`config.mk`:
```
export PLATFORM = sky130hd
export DESIGN_NAME = serial_core_top
export DESIGN_NICKNAME = d
export VERILOG_FILES = /design/src/design/rv_serial_pkg.sv /design/src/design/serial_ctrl_if.sv /design/src/design/serial_core_top.sv /design/src/design/result_port.sv /design/src/design/serial_alu.sv /design/src/design/serial_regfile.sv /design/src/design/serial_decode.sv /design/src/design/instr_fetch.sv
export SDC_FILE = /design/constraint.sdc
export NUM_CORES = 2
export LEC_CHECK = 0
export ABC_AREA = 0
export BUFFER_PORTS_ARGS = -buffer_cell sky130_fd_sc_hd__clkbuf_2
export CAP_MARGIN = 40
export CORE_UTILIZATION = 39
export CTS_CLUSTER_DIAMETER = 200
export DETAILED_ROUTE_END_ITERATION = 6
export PLACE_DENSITY_LB_ADDON = 0.05
export SETUP_SLACK_MARGIN = 0.3
export SLEW_MARGIN = 0
export SYNTH_ARGS = -nofsm -noshare
export SYNTH_HDL_FRONTEND = slang
export SYNTH_SLANG_ARGS = --single-unit
```
`constraint.sdc`:
```
create_clock -name clk -period 36.6 [get_ports clk]
set_input_delay 5.49 -clock clk [delete_from_list [all_inputs] [get_ports clk]]
set_output_delay 5.49 -clock clk [all_outputs]
set_load 0.01 [all_outputs]
```
`src/design/rv_serial_pkg.sv`:
```
package rv_serial_pkg;

   localparam int WORD_W = 32;
   localparam int REG_W  = 5;

   typedef logic [WORD_W-1:0] word_t;
   typedef logic [REG_W-1:0]  reg_addr_t;
   typedef logic [4:0]        bit_cnt_t;   // one of 32 bit positions
   typedef logic [4:0]        opcode_t;    // instr[6:2]
   typedef logic              alu_sel_t;
   typedef logic [1:0]        bool_op_t;   // funct3[1:0]

   localparam bit_cnt_t LAST_BIT = bit_cnt_t'(WORD_W - 1);

   localparam opcode_t OPC_OP    = 5'b01100;
   localparam opcode_t OPC_OPIMM = 5'b00100;
   localparam opcode_t OPC_LUI   = 5'b01101;

   localparam alu_sel_t ALU_SEL_ADD  = 1'b0;
   localparam alu_sel_t ALU_SEL_BOOL = 1'b1;

   localparam bool_op_t BOOL_XOR = 2'b00;
   localparam bool_op_t BOOL_OR  = 2'b10;
   localparam bool_op_t BOOL_AND = 2'b11;

   typedef enum logic [1:0] {FETCH_EMPTY, FETCH_FULL, FETCH_WAIT_DROP} fetch_state_e;
   typedef enum logic {DEC_IDLE, DEC_RUN} dec_state_e;
   typedef enum logic [1:0] {RES_COLLECT, RES_REQ, RES_WAIT_DROP} res_state_e;

endpackage
```
`src/design/serial_ctrl_if.sv`:
```
`timescale 1ns/1ps

interface serial_ctrl_if;

   logic                     en;          // run cycles only
   rv_serial_pkg::bit_cnt_t  cnt;
   rv_serial_pkg::reg_addr_t rs1_addr;
   rv_serial_pkg::reg_addr_t rs2_addr;
   rv_serial_pkg::reg_addr_t rd_addr;
   logic                     rd_en;
   logic                     imm_bit;
   logic                     op_b_imm;
   logic                     op_a_zero;   // lui
   logic                     sub;
   rv_serial_pkg::alu_sel_t  alu_sel;
   rv_serial_pkg::bool_op_t  bool_op;
   logic                     done;        // bit 31 cycle

   modport dec (output en, cnt, rs1_addr, rs2_addr, rd_addr, rd_en, imm_bit,
                output op_b_imm, op_a_zero, sub, alu_sel, bool_op, done);
   modport rf  (input cnt, rs1_addr, rs2_addr, rd_addr, rd_en);
   modport alu (input cnt, imm_bit, op_b_imm, op_a_zero, sub, alu_sel, bool_op);
   modport res (input en, rd_addr, done);

endinterface

```
`src/design/serial_core_top.sv`:
```
`timescale 1ns/1ps

module serial_core_top (
   input  logic                     clk,
   input  logic                     i_rst,
   input  logic                     i_ins_req,
   input  rv_serial_pkg::word_t     i_ins_data,
   output logic                     o_ins_ack,
   output logic                     o_res_req,
   output rv_serial_pkg::reg_addr_t o_res_rd,
   output rv_serial_pkg::word_t     o_res_data,
   input  logic                     i_res_ack
);

   logic                 instr_valid;
   rv_serial_pkg::word_t instr;
   logic                 take;
   logic                 res_free;
   logic                 rs1_bit;
   logic                 rs2_bit;
   logic                 rd_bit;     // to regfile and result port

   serial_ctrl_if u_ctrl ();

   instr_fetch u_fetch (
      .clk        (clk),
      .i_rst      (i_rst),
      .i_ins_req  (i_ins_req),
      .i_ins_data (i_ins_data),
      .o_ins_ack  (o_ins_ack),
      .o_valid    (instr_valid),
      .o_instr    (instr),
      .i_take     (take)
   );

   serial_decode u_decode (
      .clk        (clk),
      .i_rst      (i_rst),
      .i_valid    (instr_valid),
      .i_instr    (instr),
      .o_take     (take),
      .i_res_free (res_free),
      .ctrl       (u_ctrl.dec)
   );

   serial_regfile u_regfile (
      .clk       (clk),
      .ctrl      (u_ctrl.rf),
      .i_rd_bit  (rd_bit),
      .o_rs1_bit (rs1_bit),
      .o_rs2_bit (rs2_bit)
   );

   serial_alu u_alu (
      .clk       (clk),
      .ctrl      (u_ctrl.alu),
      .i_rs1_bit (rs1_bit),
      .i_rs2_bit (rs2_bit),
      .o_rd_bit  (rd_bit)
   );

   result_port u_result (
      .clk        (clk),
      .i_rst      (i_rst),
      .ctrl       (u_ctrl.res),
      .i_rd_bit   (rd_bit),
      .o_free     (res_free),
      .o_res_req  (o_res_req),
      .o_res_rd   (o_res_rd),
      .o_res_data (o_res_data),
      .i_res_ack  (i_res_ack)
   );

endmodule

```
`src/design/result_port.sv`:
```
`timescale 1ns/1ps

module result_port (
   input  logic                     clk,
   input  logic                     i_rst,
   serial_ctrl_if.res               ctrl,
   input  logic                     i_rd_bit,
   output logic                     o_free,
   output logic                     o_res_req,
   output rv_serial_pkg::reg_addr_t o_res_rd,
   output rv_serial_pkg::word_t     o_res_data,
   input  logic                     i_res_ack
);

   rv_serial_pkg::res_state_e state;
   logic                      collecting;

   assign collecting = (state == rv_serial_pkg::RES_COLLECT);
   assign o_free     = collecting;
   assign o_res_req  = (state == rv_serial_pkg::RES_REQ);

   always_ff @(posedge clk) begin
      if (i_rst) begin
         state <= rv_serial_pkg::RES_COLLECT;
      end else begin
         case (state)
            rv_serial_pkg::RES_COLLECT: begin
               if (ctrl.done)
                  state <= rv_serial_pkg::RES_REQ;
            end
            rv_serial_pkg::RES_REQ: begin
               if (i_res_ack)
                  state <= rv_serial_pkg::RES_WAIT_DROP;  // req falls next cycle
            end
            rv_serial_pkg::RES_WAIT_DROP: begin
               if (!i_res_ack)
                  state <= rv_serial_pkg::RES_COLLECT;
            end
            default: state <= rv_serial_pkg::RES_COLLECT;
         endcase
      end
   end

   // lsb first, so bits enter at the top and move down
   always_ff @(posedge clk) begin
      if (collecting && ctrl.en)
         o_res_data <= {i_rd_bit, o_res_data[31:1]};
      if (collecting && ctrl.done)
         o_res_rd <= ctrl.rd_addr;
   end

endmodule

```
`src/design/serial_alu.sv`:
```
`timescale 1ns/1ps

module serial_alu (
   input  logic        clk,
   serial_ctrl_if.alu  ctrl,
   input  logic        i_rs1_bit,
   input  logic        i_rs2_bit,
   output logic        o_rd_bit
);

   logic op_a;
   logic op_b;
   logic carry_in;
   logic carry_q;
   logic sum;
   logic bool_res;

   assign op_a = ctrl.op_a_zero ? 1'b0 : i_rs1_bit;
   assign op_b = (ctrl.op_b_imm ? ctrl.imm_bit : i_rs2_bit) ^ ctrl.sub; // ~b for sub

   // sub adds ~b + 1, the +1 enters as carry at bit 0
   assign carry_in = (ctrl.cnt == '0) ? ctrl.sub : carry_q;
   assign sum      = op_a ^ op_b ^ carry_in;

   always_ff @(posedge clk) begin
      carry_q <= (op_a & op_b) | (carry_in & (op_a ^ op_b));
   end

   always_comb begin
      case (ctrl.bool_op)
         rv_serial_pkg::BOOL_OR:  bool_res = op_a | op_b;
         rv_serial_pkg::BOOL_AND: bool_res = op_a & op_b;
         default:                 bool_res = op_a ^ op_b;  // xor
      endcase
   end

   assign o_rd_bit = (ctrl.alu_sel == rv_serial_pkg::ALU_SEL_BOOL) ? bool_res : sum;

endmodule

```
`src/design/serial_regfile.sv`:
```
`timescale 1ns/1ps

module serial_regfile (
   input  logic        clk,
   serial_ctrl_if.rf   ctrl,
   input  logic        i_rd_bit,
   output logic        o_rs1_bit,
   output logic        o_rs2_bit
);

   // x1..x31, x0 has no storage
   rv_serial_pkg::word_t regs [1:31];

   logic rs1_zero;
   logic rs2_zero;

   assign rs1_zero = (ctrl.rs1_addr == '0);
   assign rs2_zero = (ctrl.rs2_addr == '0);

   // bit k is read in the same cycle it is overwritten,
   // so the old value reaches the alu even when rd is a source
   always_comb begin
      if (rs1_zero)
         o_rs1_bit = 1'b0;
      else
         o_rs1_bit = regs[ctrl.rs1_addr][ctrl.cnt];
   end

   always_comb begin
      if (rs2_zero)
         o_rs2_bit = 1'b0;
      else
         o_rs2_bit = regs[ctrl.rs2_addr][ctrl.cnt];
   end

   always_ff @(posedge clk) begin
      if (ctrl.rd_en)                              // never set for x0
         regs[ctrl.rd_addr][ctrl.cnt] <= i_rd_bit;
   end

endmodule

```
`src/design/serial_decode.sv`:
```
`timescale 1ns/1ps

module serial_decode (
   input  logic                 clk,
   input  logic                 i_rst,
   input  logic                 i_valid,
   input  rv_serial_pkg::word_t i_instr,
   output logic                 o_take,
   input  logic                 i_res_free,
   serial_ctrl_if.dec           ctrl
);

   rv_serial_pkg::dec_state_e state;
   rv_serial_pkg::bit_cnt_t   cnt;
   rv_serial_pkg::opcode_t    opcode;
   rv_serial_pkg::opcode_t    new_opcode;
   rv_serial_pkg::word_t      imm;
   rv_serial_pkg::reg_addr_t  rd;
   rv_serial_pkg::reg_addr_t  rs1;
   rv_serial_pkg::reg_addr_t  rs2;
   logic [2:0]                funct3;
   logic                      bit30;
   logic                      run;
   logic                      is_op;
   logic                      is_opimm;
   logic                      is_lui;

   assign run        = (state == rv_serial_pkg::DEC_RUN);
   assign o_take     = (state == rv_serial_pkg::DEC_IDLE) && i_valid && i_res_free;
   assign new_opcode = i_instr[6:2];

   assign is_op    = (opcode == rv_serial_pkg::OPC_OP);
   assign is_opimm = (opcode == rv_serial_pkg::OPC_OPIMM);
   assign is_lui   = (opcode == rv_serial_pkg::OPC_LUI);

   // sequencer, 32 run cycles per instruction
   always_ff @(posedge clk) begin
      if (i_rst) begin
         state <= rv_serial_pkg::DEC_IDLE;
         cnt   <= '0;
      end else begin
         case (state)
            rv_serial_pkg::DEC_IDLE: begin
               cnt <= '0;
               if (o_take)
                  state <= rv_serial_pkg::DEC_RUN;
            end
            rv_serial_pkg::DEC_RUN: begin
               cnt <= cnt + 5'd1;      // wraps to 0 after bit 31
               if (cnt == rv_serial_pkg::LAST_BIT)
                  state <= rv_serial_pkg::DEC_IDLE;
            end
            default: state <= rv_serial_pkg::DEC_IDLE;
         endcase
      end
   end

   // instruction fields and immediate
   always_ff @(posedge clk) begin
      if (o_take) begin
         opcode <= new_opcode;
         rd     <= i_instr[11:7];
         rs1    <= i_instr[19:15];
         rs2    <= i_instr[24:20];
         funct3 <= i_instr[14:12];
         bit30  <= i_instr[30];
         if (new_opcode == rv_serial_pkg::OPC_LUI)
            imm <= {i_instr[31:12], 12'd0};           // u-type
         else
            imm <= {{20{i_instr[31]}}, i_instr[31:20]}; // i-type, sign extended
      end else if (run) begin
         imm <= {imm[0], imm[31:1]};  // next bit into imm[0]
      end
   end

   assign ctrl.en        = run;
   assign ctrl.cnt       = cnt;
   assign ctrl.rs1_addr  = rs1;
   assign ctrl.rs2_addr  = rs2;
   assign ctrl.rd_addr   = rd;
   assign ctrl.rd_en     = run && (rd != '0) && (is_op || is_opimm || is_lui);
   assign ctrl.imm_bit   = imm[0];
   assign ctrl.op_b_imm  = is_opimm || is_lui;
   assign ctrl.op_a_zero = is_lui;
   assign ctrl.sub       = is_op && bit30;

   // funct3 of lui is immediate bits, so lui always adds
   assign ctrl.alu_sel   = (!is_lui && (funct3 != 3'b000)) ? rv_serial_pkg::ALU_SEL_BOOL
                                                          : rv_serial_pkg::ALU_SEL_ADD;
   assign ctrl.bool_op   = funct3[1:0];
   assign ctrl.done      = run && (cnt == rv_serial_pkg::LAST_BIT);

endmodule

```
`src/design/instr_fetch.sv`:
```
`timescale 1ns/1ps

module instr_fetch (
   input  logic                 clk,
   input  logic                 i_rst,
   input  logic                 i_ins_req,
   input  rv_serial_pkg::word_t i_ins_data,
   output logic                 o_ins_ack,
   output logic                 o_valid,
   output rv_serial_pkg::word_t o_instr,
   input  logic                 i_take
);

   rv_serial_pkg::fetch_state_e state;
   logic                        req_q;     // sampled request
   logic                        capture;

   // only one word held at a time
   assign capture = (state == rv_serial_pkg::FETCH_EMPTY) && req_q && !o_valid;

   always_ff @(posedge clk) begin
      if (i_rst) begin
         state     <= rv_serial_pkg::FETCH_EMPTY;
         req_q     <= 1'b0;
         o_ins_ack <= 1'b0;
         o_valid   <= 1'b0;
      end else begin
         req_q <= i_ins_req;
         if (i_take)
            o_valid <= 1'b0;           // decoder consumed it
         case (state)
            rv_serial_pkg::FETCH_EMPTY: begin
               if (capture) begin
                  o_valid <= 1'b1;
                  state   <= rv_serial_pkg::FETCH_FULL;
               end
            end
            rv_serial_pkg::FETCH_FULL: begin
               o_ins_ack <= 1'b1;      // ack one cycle after capture
               state     <= rv_serial_pkg::FETCH_WAIT_DROP;
            end
            rv_serial_pkg::FETCH_WAIT_DROP: begin
               if (!req_q) begin
                  o_ins_ack <= 1'b0;
                  state     <= rv_serial_pkg::FETCH_EMPTY;
               end
            end
            default: state <= rv_serial_pkg::FETCH_EMPTY;
         endcase
      end
   end

   always_ff @(posedge clk) begin
      if (capture)
         o_instr <= i_ins_data;
   end

endmodule

```
Word level (Yosys, flattened, before mapping) --
Memories as Yosys holds them, arrays and structs flattened. A register that Yosys moved wholly into a read port is not among the register bits. Cells that the tools add are included.
Cells by class: add/sub/neg operators 1, $lt $le $gt $ge 2, equal/unequal tests 16, muxes and demuxes 37, bitwise logic cells 8, reductions and logical operators 29
Operator list (count):
- $mux W32 | 3
- $mux W31 | 1
- $mux W1 | 17
- $eq A5 B4 Y1 const B | 3
- $logic_not A5 Y1 | 3
- $logic_and A1 B1 Y1 | 12
- $pmux W2 S3 | 2
- $bmux W1 S5 | 2
- $mux W2 | 5
- $mux W5 | 2
- $pmux W5 S2 | 1
- $eq A2 B2 Y1 const B | 4
- $lt A5 B6 Y1 const B | 1
- $ne A2 B1 Y1 const B | 3
- $pmux W1 S2 | 3
- $add A5 B1 Y5 const B | 1
- $demux W1 S5 | 1
- $eq A5 B3 Y1 const B | 1
- $eq A5 B5 Y1 const B | 1
- $ge A5 B1 Y1 const B | 1
- $reduce_bool A5 Y1 | 1
- $eq A2 B1 Y1 const B | 2
- $logic_not A2 Y1 | 2
- $ne A2 B2 Y1 const B | 2
- other kinds (10) | 19
Storage, ports and cells: register bits after elaboration 139, memory bits (writable) 992, bits of input ports 36, output and inout bits 39, word-level logic and storage cells 112, memories kept 1
Memory list:
- u_regfile.regs | words 31, width 32, rd ports 2, clocked after memory_dff 2, wr ports 1, RTL line serial_regfile.sv:12 | rv_serial_pkg::word_t regs [1:31];

Depth between registers and ports, before layout --
word-level depth 8, mapped depth 20, mapped depth without buffers 14

Cells and area by module --
A second synthesis with hierarchy kept.
Second synthesis, totals: cell total of the unflattened synthesis 4199, area, all modules 56721.9 um^2
Modules (own cells, without submodules):
- serial_regfile | times used 1, cells each 3900, area each 51633.3 um^2
- serial_decode | times used 1, cells each 184, area each 2587.5 um^2
- result_port | times used 1, cells each 47, area each 1203.7 um^2
- instr_fetch | times used 1, cells each 50, area each 1146.1 um^2
- serial_alu | times used 1, cells each 18, area each 151.4 um^2

Worst setup path after synthesis --
OpenSTA, ideal clock, no wires.
kind register to register, start point register with a tool-made name, end point memory u_regfile.regs[10][0] in the netlist's numbering, data pin, data arrival time 31.002 ns, path slack -0.147 ns, stages on the path, launching flop included 15, buffers on the path 5, period minus slack after synthesis 36.747 ns, cells stage by stage dfxtp_1 -> buf_2 -> buf_6 -> buf_4 -> buf_2 -> buf_2 -> mux4_2 -> a21oi_1 -> o21ai_0 -> a22oi_1 -> nand3_1 -> a311oi_1 -> o31a_1 -> fa_1 -> mux2i_1
RTL lines (RTL line):
- end: declaration | serial_regfile.sv:12

==> run_results.csv <==
group,metric,value,unit
layout,register_area,34000,um2
pwr,irDropWorstVdd,0.0530,mV
layout,post-route-util,44.4,%
pwr,cellPowerDensity,53.3,nW/um2
detailed_routing,wl,200,mm
clocking,post_cts_buffers,0,
detailed_routing,vias_per_cell,6.11,
detailed_routing,wl_per_cell,32.7,um
clocking,clk_pin_slew_worst_paths,0.05,ns
logic_synthesis,yosysMostFrequentCell,"edfxtp_1",
logic_synthesis,netlist_instances,4171,
sta,setup_viol,0,
detailed_routing,ant_nets,0,
critical_path,cp_top_family,"buffers and inverters",
layout,syn_to_final_growth,12.7,%
logic_synthesis,synth_cell_types,74,
clocking,cts_resized,0,
logic_synthesis,synth_common_cells,"edfxtp_1 (1,115), nor2_1 (1,084), mux4_2 (386)",
critical_path,critical_path_class,"flip-flop to flip-flop",
logic_synthesis,synth-seq-cells,1139,
logic_synthesis,ys.warnings.count,0,
logic_synthesis,synth-main-ff-cell,"edfxtp_1",
critical_path,crit_path_end_kind,"flip-flop",
logic_synthesis,synthTopCellsByArea,"edfxtp_1 (59%), mux4_2 (15%), nor2_1 (7.2%)",
clocking,ctsHoldBuffers,0,
critical_path,max_stage_delay,0.74,ns
critical_path,crit_path_frequent_cell,"buf_4",
clocking,cts.path.max_buffers,3,
placed_design,gp_congestion,0.802,
clocking,cts_tree,"built",
logic_synthesis,netlist_area,56700,um2
grt,grt_pass1_vias,37300,
detailed_routing,drt_first_pass_iters,5,
floorplanning,row_count,139,
grt,grt_start_max_net_pins,251,
sta,slew_headroom,28.4,%
floorplanning,die-area,147000,um2
clocking,h-tree-depth,4,
sta,clock.fmax,111,MHz
outcome,outcome,"completed",
logic_synthesis,async_flop_share,0,%
logic_synthesis,synth_top_cell_by_area,"edfxtp_1",
detailed_routing,drtIter0Drc,3778,
floorplanning,io_pins,75,
grt,gr-total-overflow,0,
sta,maxSlewViolCount,0,
logic_synthesis,synth_edf_count,1115,
placed_design,port_buffers,72,
sta,fin_crit,9.04,ns
clocking,cts.sinks,1139,
critical_path,crit_required,37.07,ns
layout,layout-drive-gt1-share,21.2,%
critical_path,critical_path.max_fanout,217,
job,drv_cap,0,
logic_synthesis,syn_area_per_cell,13.6,um2
critical_path,worstPathCellList,"buf_4, buf_4, buf_4, mux4_2, mux4_2, mux4_2, nand2_1, nand2_1, a22oi_1, or2_2, o31a_1, fa_1, mux2i_4, buf_12, buf_12, buf_4",
layout,nets,4171,
floorplanning,die_w,383,um
clocking,numCtsBuffers,136,
pwr,p_leak,0.0199,uW
logic_synthesis,yosysSeqAreaShare,59.9,%
grt,grt_pass1_wl,282,mm
grt,grtUsageTotal,27.3,%
logic_synthesis,syn_nets,4215,
sta,finClkSkew,0.0201,ns
detailed_routing,dr_total_vias,37500,
critical_path,critical_path_buf_inv_count,6,
clocking,clk_latency,0.79,ns
clocking,root_buffer,"clkbuf_16",
sta,finalHoldViolCount,0,
grt,grt_antenna_before_repair,8,
layout,num-fill-cells,13200,
critical_path,worstPathArrival,9.51,ns
logic_synthesis,synth_top_area_share,59.1,%
worst_hold_path,hold_path_class,"flip-flop to flip-flop",
sta,grt_setup_unrepaired,"false",
floorplanning,start_util,39.4,%
critical_path,cp-start-kind,"flip-flop",
sta,worst_slew_pin_slew,1.07,ns
floorplanning,die_h,383,um
placed_design,post-dp-hpwl,116,mm
layout,antenna_cells,0,
layout,multi_input_area,21000,um2
floorplanning,core-area,144000,um2
critical_path,slowest_stage,"buf_4",
sta,period_share,24.7,%
sta,setup_tns,0,ns
detailed_routing,drc_errors,0,
[power breakdown]
part	total, uW	internal [uW]	switching [uW]	leakage, uW
clock network	1290	732	562	0.00205
logic	499	155	344	0.00757
registers	1610	1590	20.8	0.0103
total	3400	2480	927	0.0199
[flip-flops by register name, summed over array words and instances (netlist names), named ones only]
register,cells
u_alu.carry_q,1
u_decode.bit30,1
u_decode.ctrl.cnt,5
u_decode.ctrl.en,1
u_decode.ctrl.rd_addr,5
u_decode.ctrl.rs1_addr,5
u_decode.ctrl.rs2_addr,5
u_decode.funct3,3
u_decode.imm,32
u_decode.opcode,5
u_fetch.o_ins_ack,1
u_fetch.o_instr,30
u_fetch.o_valid,1
u_fetch.req_q,1
u_fetch.state,2
u_regfile.regs,992
u_result.o_res_data,32
u_result.o_res_rd,5
u_result.state,2
[path summary, 6_finish.rpt]
path | start | endpoint | slack (ns) | cells past startpoint
worst max-delay path | flip-flop | u_regfile.regs[20][8] | 27.56 | 16
worst min-delay path | u_fetch.o_instr[7] | u_decode.ctrl.rd_addr[0] | 0.42 | 0
worst max register to register | flip-flop | u_regfile.regs[20][8] | 27.56 | 16
worst min register to register | u_fetch.o_instr[7] | u_decode.ctrl.rd_addr[0] | 0.42 | 0
[cells by family (layout without fill, tap and decap cells)]
family                     count (synthesis)  in the layout  synth area share [%]
xor gates and xnor gates                   5              5                0.0773
and+or+nand+nor                         1469           1469                  10.6
AOI/OAI and AO/OA                        450            450                  5.45
buffers and inverters                    430            493                  3.37
DFF                                     1139           1139                  59.9
adders and majority gates                  8              8                 0.190
muxes                                    670            670                  20.4
[per-layer routing]
layer / track usage (%) / vias up / wire, um
li1: - / 15700 / -
met1: 37.6 / 20100 / 86500
met2: 44.7 / 1335 / 96300
met5: 0 / - / 35
met4: 7.45 / 6 / 4990
met3: 4.22 / 278 / 12600
[cell type report]
type | count | share of cell area, %
inverters | 14 | 0.0823
multi-input cells | 2602 | 32.8
repair buffers | 234 | 3.54
well taps | 1903 | 3.73
flip-flops and latches | 1139 | 53.3
clock buffers | 180 | 5.77
clock inverters | 65 | 0.790
[cell usage in the layout (no fill, tap or decap), types with 19 or more instances in the layout]
master     count
o221ai_1      42
nand2b_1      33
mux2i_1      265
buf_8         20
nand2_2       26
nand3_1       47
clkbuf_16    138
buf_4        107
nor2b_1       20
clkbuf_2      72
nor3_1        30
mux4_2       386
a21oi_1      108
clkinv_1      28
a211oi_1      50
o21ai_0       55
edfxtp_1    1115
clkinv_2      20
a22oi_1       47
clkbuf_1      35
buf_12        19
nor2_1      1083
nand2_1      149
o22ai_1       34
[through the flow]
step | cell area [um2] | total power (uW) | hold slack [ns] | std cells | setup WS (ns)
final | 63800 | 3400 | 0.416 | 6137 | 27.56
after global routing | 63800 | 3510 | 0.426 | 6137 | 27.23
after CTS | 63800 | 3430 | 0.418 | 6137 | 27.46
after detailed placement | 59600 | 2140 | 0.405 | 5892 | 27.51
after global placement | 58600 | 2120 | 0.402 | 5837 | 27.16
after floorplan | 56700 | 2090 | 0.400 | 4171 | 12.31
Note: power is estimated with default switching activity, not from simulation.
